[config.mk]
export PLATFORM = sky130hd
export DESIGN_NAME = sys_core
export DESIGN_NICKNAME = d
export VERILOG_FILES = /design/src/hw/sys_pkg.sv /design/src/hw/audio_mixer.sv /design/src/hw/host_cmd_regs.sv /design/src/hw/panel_io.sv /design/src/hw/sys_core.sv /design/src/hw/video_window.sv
export VERILOG_INCLUDE_DIRS = /design/src /design/src/hw
export SDC_FILE = /design/constraint.sdc
export NUM_CORES = 2
export LEC_CHECK = 0
export CORE_ASPECT_RATIO = 0.6
export CORE_MARGIN = 10
export CORE_UTILIZATION = 47
export DETAILED_ROUTE_END_ITERATION = 8
export DONT_BUFFER_PORTS = 1
export GPL_ROUTABILITY_DRIVEN = 1
export HOLD_SLACK_MARGIN = 0.12
export PLACE_DENSITY_LB_ADDON = 0.12
export SYNTH_ARGS = -nofsm -noshare
export SYNTH_HDL_FRONTEND = slang
export SYNTH_HIERARCHICAL = 1
export SYNTH_SLANG_ARGS = --single-unit
[constraint.sdc]
create_clock -name clk_sys -period 72.6 [get_ports clk_sys]
set_input_delay 10.89 -clock clk_sys [delete_from_list [all_inputs] [get_ports clk_sys]]
set_output_delay 10.89 -clock clk_sys [all_outputs]
set_load 0.01 [all_outputs]
[src/hw/sys_defs.svh]
`ifndef SYS_DEFS_SVH
`define SYS_DEFS_SVH

// =============================================================
// Host command codes
// =============================================================
`define SYS_CMD_TIMING      8'h20
`define SYS_CMD_LED         8'h25
`define SYS_CMD_VOLUME      8'h26
`define SYS_CMD_VSET        8'h27

// =============================================================
// Output frame size out of reset
// =============================================================
`define SYS_DEF_WIDTH       12'd1920
`define SYS_DEF_HEIGHT      12'd1080

// Words carried by the timing command, later ones are dropped
`define SYS_TIMING_WORDS    8

// =============================================================
// Button debounce
// =============================================================
// Consecutive equal samples needed to change a button state
`define SYS_DEB_DEPTH       8
`define SYS_DEB_DIV_DEFAULT 100000

`endif

[src/hw/sys_pkg.sv]
package sys_pkg;

	// One word from the host bus
	typedef logic [15:0] host_word_t;

	// Command code, low byte of the first word of a frame
	typedef logic [7:0] host_cmd_t;

	// Pixel count, line count or screen coordinate
	typedef logic [11:0] vid_dim_t;

	// One term of the core's aspect ratio
	typedef logic [7:0] aspect_t;

	// Audio sample, signed or unsigned
	typedef logic [15:0] sample_t;

	// Bit 4 mutes, bits 3:0 give the right shift
	typedef logic [4:0] vol_att_t;

	// Host command decoder
	typedef enum logic {
		CMD_IDLE,
		CMD_ARGS
	} cmd_state_e;

endpackage

[src/hw/audio_mixer.sv]
`timescale 1ns/10ps

module audio_mixer (
	input  logic               clk_sys,
	input  logic               resetd,
	input  sys_pkg::sample_t   i_audio_l,
	input  sys_pkg::sample_t   i_audio_r,
	input  logic               i_audio_s,
	input  logic [1:0]         i_audio_mix,
	input  sys_pkg::vol_att_t  i_vol_att,
	output sys_pkg::sample_t   o_audio_l,
	output sys_pkg::sample_t   o_audio_r
);

	sys_pkg::sample_t mix_l;
	sys_pkg::sample_t mix_r;
	logic             mix_s;

	// Sign-aware right shift
	function automatic sys_pkg::sample_t shr(
		input sys_pkg::sample_t v,
		input logic [3:0]       n,
		input logic             sgn
	);
		if (sgn) begin
			return sys_pkg::sample_t'($signed(v) >>> n);
		end
		return v >> n;
	endfunction

	// Blend part of the opposite channel into this one
	function automatic sys_pkg::sample_t cross_mix(
		input sys_pkg::sample_t own,
		input sys_pkg::sample_t other,
		input logic [1:0]       mode,
		input logic             sgn
	);
		case (mode)
			2'd1:    return own - shr(own, 4'd3, sgn) + shr(other, 4'd3, sgn);
			2'd2:    return own - shr(own, 4'd2, sgn) + shr(other, 4'd2, sgn);
			2'd3:    return shr(own, 4'd1, sgn) + shr(other, 4'd1, sgn);
			default: return own;
		endcase
	endfunction

	// =============================================================
	// Stage 1, cross-mix
	// =============================================================
	always_ff @(posedge clk_sys) begin
		if (resetd) begin
			mix_l <= '0;
			mix_r <= '0;
			mix_s <= 1'b0;
		end else begin
			mix_l <= cross_mix(i_audio_l, i_audio_r, i_audio_mix, i_audio_s);
			mix_r <= cross_mix(i_audio_r, i_audio_l, i_audio_mix, i_audio_s);
			mix_s <= i_audio_s;
		end
	end

	// =============================================================
	// Stage 2, attenuation and mute
	// =============================================================
	always_ff @(posedge clk_sys) begin
		if (resetd || i_vol_att[4]) begin
			o_audio_l <= '0;
			o_audio_r <= '0;
		end else begin
			o_audio_l <= shr(mix_l, i_vol_att[3:0], mix_s);
			o_audio_r <= shr(mix_r, i_vol_att[3:0], mix_s);
		end
	end

endmodule

[src/hw/host_cmd_regs.sv]
`timescale 1ns/10ps
`include "sys_defs.svh"

module host_cmd_regs (
	input  logic                 clk_sys,
	input  logic                 resetd,
	input  logic                 i_io_uio,
	input  logic                 i_io_strobe,
	input  sys_pkg::host_word_t  i_io_din,
	output sys_pkg::vid_dim_t    o_width,
	output sys_pkg::vid_dim_t    o_height,
	output sys_pkg::vid_dim_t    o_vset,
	output sys_pkg::vol_att_t    o_vol_att,
	output logic [7:0]           o_led_mask,
	output logic [7:0]           o_led_state
);

	sys_pkg::cmd_state_e state;
	sys_pkg::host_cmd_t  cmd;

	// Argument index within the current frame, stops at the timing word count
	logic [3:0] arg_cnt;
	logic       arg_cnt_full;

	assign arg_cnt_full = (arg_cnt >= 4'(`SYS_TIMING_WORDS));

	// =============================================================
	// Command decoder and settings
	// =============================================================
	always_ff @(posedge clk_sys) begin
		if (resetd) begin
			state       <= sys_pkg::CMD_IDLE;
			cmd         <= '0;
			arg_cnt     <= '0;
			o_width     <= `SYS_DEF_WIDTH;
			o_height    <= `SYS_DEF_HEIGHT;
			o_vset      <= '0;
			o_vol_att   <= '0;
			o_led_mask  <= '0;
			o_led_state <= '0;
		end else if (!i_io_uio) begin
			// Frame closed, next strobe starts a new command
			state <= sys_pkg::CMD_IDLE;
		end else if (i_io_strobe) begin
			case (state)
				sys_pkg::CMD_IDLE: begin
					cmd     <= i_io_din[7:0];
					arg_cnt <= '0;
					state   <= sys_pkg::CMD_ARGS;
				end
				sys_pkg::CMD_ARGS: begin
					if (!arg_cnt_full) begin
						arg_cnt <= arg_cnt + 4'd1;
					end
					case (cmd)
						`SYS_CMD_TIMING: begin
							// Only the active size is kept, sync words pass by
							if (arg_cnt == 4'd0) begin
								o_width <= i_io_din[11:0];
							end
							if (arg_cnt == 4'd4) begin
								o_height <= i_io_din[11:0];
							end
						end
						`SYS_CMD_LED: begin
							o_led_mask  <= i_io_din[15:8];
							o_led_state <= i_io_din[7:0];
						end
						`SYS_CMD_VOLUME: begin
							o_vol_att <= i_io_din[4:0];
						end
						`SYS_CMD_VSET: begin
							o_vset <= i_io_din[11:0];
						end
						default: begin
							// Unknown command, words are swallowed
						end
					endcase
				end
			endcase
		end
	end

endmodule

[src/hw/panel_io.sv]
`timescale 1ns/10ps
`include "sys_defs.svh"

module panel_io #(
	parameter int DEBOUNCE_DIV = `SYS_DEB_DIV_DEFAULT
) (
	input  logic       clk_sys,
	input  logic       resetd,
	input  logic       i_btn_user_n,
	input  logic       i_btn_osd_n,
	input  logic       i_led_user,
	input  logic [1:0] i_led_power,
	input  logic [1:0] i_led_disk,
	input  logic [7:0] i_led_mask,
	input  logic [7:0] i_led_state,
	output logic       o_btn_user,
	output logic       o_btn_osd,
	output logic [7:0] o_led
);

	localparam int DIV_W = $clog2(DEBOUNCE_DIV + 2);

	logic [DIV_W-1:0]          div_cnt;
	logic                      tick;
	logic [`SYS_DEB_DEPTH-1:0] hist_user;
	logic [`SYS_DEB_DEPTH-1:0] hist_osd;
	logic                      led_pwr;
	logic [7:0]                led_status;

	// One sample tick every DEBOUNCE_DIV+1 clocks
	assign tick = (div_cnt == DIV_W'(DEBOUNCE_DIV));

	always_ff @(posedge clk_sys) begin
		if (resetd) begin
			div_cnt    <= '0;
			hist_user  <= '0;
			hist_osd   <= '0;
			o_btn_user <= 1'b0;
			o_btn_osd  <= 1'b0;
		end else begin
			div_cnt <= tick ? '0 : div_cnt + 1'b1;
			if (tick) begin
				hist_user <= {hist_user[`SYS_DEB_DEPTH-2:0], ~i_btn_user_n};
				hist_osd  <= {hist_osd[`SYS_DEB_DEPTH-2:0], ~i_btn_osd_n};
				// Output moves only on a full run of equal samples
				if (&hist_user) o_btn_user <= 1'b1;
				if (~|hist_user) o_btn_user <= 1'b0;
				if (&hist_osd) o_btn_osd <= 1'b1;
				if (~|hist_osd) o_btn_osd <= 1'b0;
			end
		end
	end

	// Power light stays on unless the core takes it over
	assign led_pwr    = i_led_power[1] ? i_led_power[0] : 1'b1;
	assign led_status = {3'b000, led_pwr, 1'b0, i_led_disk[0], 1'b0, i_led_user};
	assign o_led      = (i_led_mask & i_led_state) | (~i_led_mask & led_status);

endmodule

[src/hw/sys_core.sv]
`timescale 1ns/10ps
`include "sys_defs.svh"

module sys_core #(
	parameter int DEBOUNCE_DIV = `SYS_DEB_DIV_DEFAULT
) (
	input  logic                 clk_sys,
	input  logic                 resetd,

	// Host bus
	input  logic                 i_io_uio,
	input  logic                 i_io_strobe,
	input  sys_pkg::host_word_t  i_io_din,

	// From the core
	input  sys_pkg::aspect_t     i_arx,
	input  sys_pkg::aspect_t     i_ary,
	input  sys_pkg::sample_t     i_audio_l,
	input  sys_pkg::sample_t     i_audio_r,
	input  logic                 i_audio_s,
	input  logic [1:0]           i_audio_mix,
	input  logic                 i_led_user,
	input  logic [1:0]           i_led_power,
	input  logic [1:0]           i_led_disk,
	input  logic                 i_btn_user_n,
	input  logic                 i_btn_osd_n,

	output sys_pkg::vid_dim_t    o_hmin,
	output sys_pkg::vid_dim_t    o_hmax,
	output sys_pkg::vid_dim_t    o_vmin,
	output sys_pkg::vid_dim_t    o_vmax,
	output sys_pkg::sample_t     o_audio_l,
	output sys_pkg::sample_t     o_audio_r,
	output logic                 o_btn_user,
	output logic                 o_btn_osd,
	output logic [7:0]           o_led
);

	sys_pkg::vid_dim_t width;
	sys_pkg::vid_dim_t height;
	sys_pkg::vid_dim_t vset;
	sys_pkg::vol_att_t vol_att;
	logic [7:0]        led_mask;
	logic [7:0]        led_state;

	host_cmd_regs i_host_cmd_regs (
		.clk_sys     (clk_sys),
		.resetd      (resetd),
		.i_io_uio    (i_io_uio),
		.i_io_strobe (i_io_strobe),
		.i_io_din    (i_io_din),
		.o_width     (width),
		.o_height    (height),
		.o_vset      (vset),
		.o_vol_att   (vol_att),
		.o_led_mask  (led_mask),
		.o_led_state (led_state)
	);

	video_window i_video_window (
		.clk_sys  (clk_sys),
		.resetd   (resetd),
		.i_width  (width),
		.i_height (height),
		.i_vset   (vset),
		.i_arx    (i_arx),
		.i_ary    (i_ary),
		.o_hmin   (o_hmin),
		.o_hmax   (o_hmax),
		.o_vmin   (o_vmin),
		.o_vmax   (o_vmax)
	);

	audio_mixer i_audio_mixer (
		.clk_sys     (clk_sys),
		.resetd      (resetd),
		.i_audio_l   (i_audio_l),
		.i_audio_r   (i_audio_r),
		.i_audio_s   (i_audio_s),
		.i_audio_mix (i_audio_mix),
		.i_vol_att   (vol_att),
		.o_audio_l   (o_audio_l),
		.o_audio_r   (o_audio_r)
	);

	panel_io #(
		.DEBOUNCE_DIV (DEBOUNCE_DIV)
	) i_panel_io (
		.clk_sys      (clk_sys),
		.resetd       (resetd),
		.i_btn_user_n (i_btn_user_n),
		.i_btn_osd_n  (i_btn_osd_n),
		.i_led_user   (i_led_user),
		.i_led_power  (i_led_power),
		.i_led_disk   (i_led_disk),
		.i_led_mask   (led_mask),
		.i_led_state  (led_state),
		.o_btn_user   (o_btn_user),
		.o_btn_osd    (o_btn_osd),
		.o_led        (o_led)
	);

endmodule

[src/hw/video_window.sv]
`timescale 1ns/10ps

module video_window (
	input  logic               clk_sys,
	input  logic               resetd,
	input  sys_pkg::vid_dim_t  i_width,
	input  sys_pkg::vid_dim_t  i_height,
	input  sys_pkg::vid_dim_t  i_vset,
	input  sys_pkg::aspect_t   i_arx,
	input  sys_pkg::aspect_t   i_ary,
	output sys_pkg::vid_dim_t  o_hmin,
	output sys_pkg::vid_dim_t  o_hmax,
	output sys_pkg::vid_dim_t  o_vmin,
	output sys_pkg::vid_dim_t  o_vmax
);

	logic [2:0]        step;
	logic              no_aspect;
	logic [19:0]       w_num;
	logic [19:0]       h_num;
	logic [19:0]       wcalc;
	logic [19:0]       hcalc;
	logic              clamp;
	sys_pkg::vid_dim_t videow;
	sys_pkg::vid_dim_t videoh;
	sys_pkg::vid_dim_t hoff;
	sys_pkg::vid_dim_t voff;

	assign no_aspect = (i_arx == '0) || (i_ary == '0);

	// Forced height takes over from the frame height
	assign w_num = {8'd0, (i_vset != '0) ? i_vset : i_height} * {12'd0, i_arx};
	assign h_num = {8'd0, i_width} * {12'd0, i_ary};

	// Centering offsets
	assign hoff = (i_width - videow) >> 1;
	assign voff = (i_height - videoh) >> 1;

	// Free-running sequencer gives the dividers several cycles to settle
	always_ff @(posedge clk_sys) begin
		if (resetd) begin
			step   <= '0;
			o_hmin <= '0;
			o_hmax <= '0;
			o_vmin <= '0;
			o_vmax <= '0;
		end else begin
			step <= step + 3'd1;
			if (step == 3'd7) begin
				o_hmin <= hoff;
				o_hmax <= hoff + videow - 12'd1;
				o_vmin <= voff;
				o_vmax <= voff + videoh - 12'd1;
			end
		end
	end

	always_ff @(posedge clk_sys) begin
		if (step == 3'd0) begin
			clamp <= (i_vset == '0);
			wcalc <= no_aspect ? {8'd0, i_width} : w_num / {12'd0, i_ary};
			if (no_aspect) begin
				hcalc <= {8'd0, i_height};
			end else if (i_vset != '0) begin
				hcalc <= {8'd0, i_vset};
			end else begin
				hcalc <= h_num / {12'd0, i_arx};
			end
		end
		if (step == 3'd6) begin
			videow <= (clamp && (wcalc > {8'd0, i_width})) ? i_width : wcalc[11:0];
			videoh <= (clamp && (hcalc > {8'd0, i_height})) ? i_height : hcalc[11:0];
		end
	end

endmodule

==> results.toml <==
[outcome]
status = "completed"

[timing]
fin_crit_sh = 0.870
rsz0062_at_grt = "false"
setup_viol = 0
tns_ns = 0
finalHoldViolations = 0
slew_viol_final = 0
finalClockSkew_ns = 0.0314
hold_slack_ns = 0.446
min_period_ns = 63.18
slew_headroom = 0.248
fmax_mhz = 15.8
worstMarginPinSlew_ns = 1.12

[yosys]
ys.flop_type = "dfxtp_1"
synth_most_common_cell = "nor2_1"
yosys.area.top_type_share = 0.155
netlist_instances = 5358
synth.yosys.seq_area_share = 0.147
syn_area_per_cell_um2 = 8.04
synth_area_leaders = "ha_1 16%, dfxtp_1 10%, fa_1 8.5%"
synth_area_um2 = 43100
yosysUniqueCellTypes = 153
synth-seq-cells = 284
synth_edf_count = 65
yosysWarnings = 6
synth_top_cell_by_area = "ha_1"
synth_commonest_cells = "566 x nor2_1, 534 x ha_1, 506 x inv_1"
synthArstFlopShare = 0

[hold_path]
hp-class = "reg2reg"

[worst_setup_path]
cpMostUsedCell = "o21a_1"
worstPathMaxFanout = 23
crit_type = "in2reg"
required_ns = 72.91
cp.arrival_ns = 63.50
slowest_stage = "inv_1"
slowest_delay_ns = 0.79
critPathLaunchType = "input pin"
cp-end-kind = "flop"

[finish]
final_util = 0.502
syn_to_final_growth_pct = 5.31
layout-drive-gt1-share = 0.0719
ff_latch_area_um2 = 6340
fillers = 8776
fin_nets = 6068
multi_input_area_um2 = 34000

[drt]
num_vias = 38300
drt-initial-drc-count = 3479
vias_per_cell = 5.88
routed_wirelength_mm = 133
wire_per_inst_um = 20.3
drcViolationCount = 0
final_antenna_net_count = 0
firstDrtPassIters = 6

[clock_tree]
postCtsSetupRepairBufs = 0
clk_path_buf_depth = 3
clk-insertion-delay-late_ns = 0.57
clk_pin_slew_ns = 0.06
cts_tree = "built"
cts_sinks = 284
numCtsBuffers = 35
cts_root_buf = "clkbuf_16"
holdBufCountCts = 0
cts_resized = 0
h-tree-depth = 2

[grt]
grt_pass1_wl_mm = 205
grt_max_degree = 195
grtUsageTotal = 0.245
grt_overflow = 0
antenna_found_initial = 5
grt_pass1_vias = 35000

[floorplanning]
die_w_um = 411
core_um2 = 90300
start_util = 0.477
dieArea_um2 = 105000
die_y_um = 255
rows = 85
ios = 168

[flow_run]
drv_cap = 0

[place]
gp_congestion = 0.977
dpl.hpwl_mm = 108
portBuffers = 0
==> sequential cells by signal (all words and copies together) (netlist names), 11 cells and up <==
name and count:
i_audio_mixer/o_audio_l 16, i_video_window/o_hmin 11, i_host_cmd_regs/o_width 12, i_video_window/o_vmax 12, i_audio_mixer/o_audio_r 16, i_video_window/videow 12, i_panel_io/div_cnt 17, i_video_window/wcalc 20
i_video_window/o_vmin 11, i_video_window/videoh 12, i_audio_mixer/mix_r 16, i_video_window/o_hmax 12, i_video_window/hcalc 20, i_audio_mixer/mix_l 16, i_host_cmd_regs/o_height 12, i_host_cmd_regs/o_vset 12
==> cells by family (layout without fill, tap and decap cells) <==
| group | after synthesis | after routing | share of synthesized area |
|---|---|---|---|
| and+or+nand+nor | 1795 | 1795 | 0.209 |
| buffers and inverters | 690 | 631 | 0.0651 |
| xor gates and xnor gates | 237 | 237 | 0.0482 |
| other | 1 | 4 | 0.0000870 |
| AOI/OAI and AO/OA | 1360 | 1360 | 0.220 |
| adders and majority gates | 720 | 720 | 0.241 |
| DFF | 284 | 284 | 0.147 |
| muxes | 271 | 271 | 0.0695 |
==> worst max-delay path: cells and delay by family <==
| family | cells | cell delay [ns] |
|---|---|---|
| simple gates | 66 | 14.02 |
| fa+ha+maj | 25 | 8.11 |
| xor+xnor | 1 | 0.26 |
| mux | 9 | 2.31 |
| buf+inv | 17 | 3.22 |
| compound gates | 120 | 24.51 |
==> per-stage QoR <==
| step | area (um^2) | worst slack (ns) | instances |
|---|---|---|---|
| 6_report | 45400 | 9.42 | 6520 |
| 5_1_grt | 45400 | 4.86 | 6519 |
| 4_1_cts | 45400 | 10.04 | 6518 |
| 3_5_place_dp | 44200 | 9.68 | 6454 |
| 3_3_place_gp | 44200 | 10.06 | 6454 |
| 2_1_floorplan | 43100 | 14.71 | 5359 |
==> final cells by class <==
class / count / share of cell area
timing repair buffer: 47 / 0.00778
tap: 1218 / 0.0336
inverter: 520 / 0.0430
antenna: 2 / 0.000110
multi-input combinational: 4385 / 0.750
clock inverter: 19 / 0.00466
sequential: 284 / 0.140
clock buffer: 45 / 0.0215
==> metal layers <==
metal	vias up	wire, um	global-route usage	share of wire
met3	102	13900	0.0837	0.11
met4	2	1810	0.0356	0.014
li1	19000	-	-	-
met5	-	13	0	0.000098
met2	1227	49200	0.322	0.37
met1	18000	67700	0.378	0.51
==> final timing paths <==
| kind | startpoint | slack [ns] | endpoint | depth (start not counted) |
|---|---|---|---|---|
| max reg2reg | i_host_cmd_regs/o_width[0] | 19.34 | i_video_window/hcalc[0] | 236 |
| min reg2reg | i_video_window/step[0] | 0.45 | i_video_window/step[0] | 1 |
| max | i_ary[5] | 9.42 | i_video_window/hcalc[0] | 238 |
| min | i_video_window/step[0] | 0.45 | i_video_window/step[0] | 1 |
==> cell usage in the layout (no fill, tap or decap), types with 41 or more instances in the layout <==
cell / Yosys / layout
nor3_1: 211 / 211
nand3_1: 74 / 74
ha_1: 534 / 533
o21ai_0: 214 / 214
a21oi_1: 299 / 299
xnor2_1: 146 / 146
edfxtp_1: 65 / 65
nand4_1: 51 / 51
nand2b_1: 125 / 125
nand2_1: 383 / 383
nor2b_1: 82 / 81
fa_1: 183 / 183
a211oi_1: 70 / 70
inv_1: 506 / 506
mux2_2: 64 / 64
or3_1: 41 / 41
and2_1: 41 / 41
mux2i_1: 185 / 185
dfxtp_1: 219 / 218
a31oi_1: 45 / 45
o21a_1: 183 / 183
nor2_1: 566 / 565
o31ai_1: 67 / 67
a21o_1: 109 / 109
xor2_1: 91 / 91
buf_4: 5 / 47
Power is not shown: default switching activity piles up to over one toggle a cycle in this logic, so the estimate is an artifact.
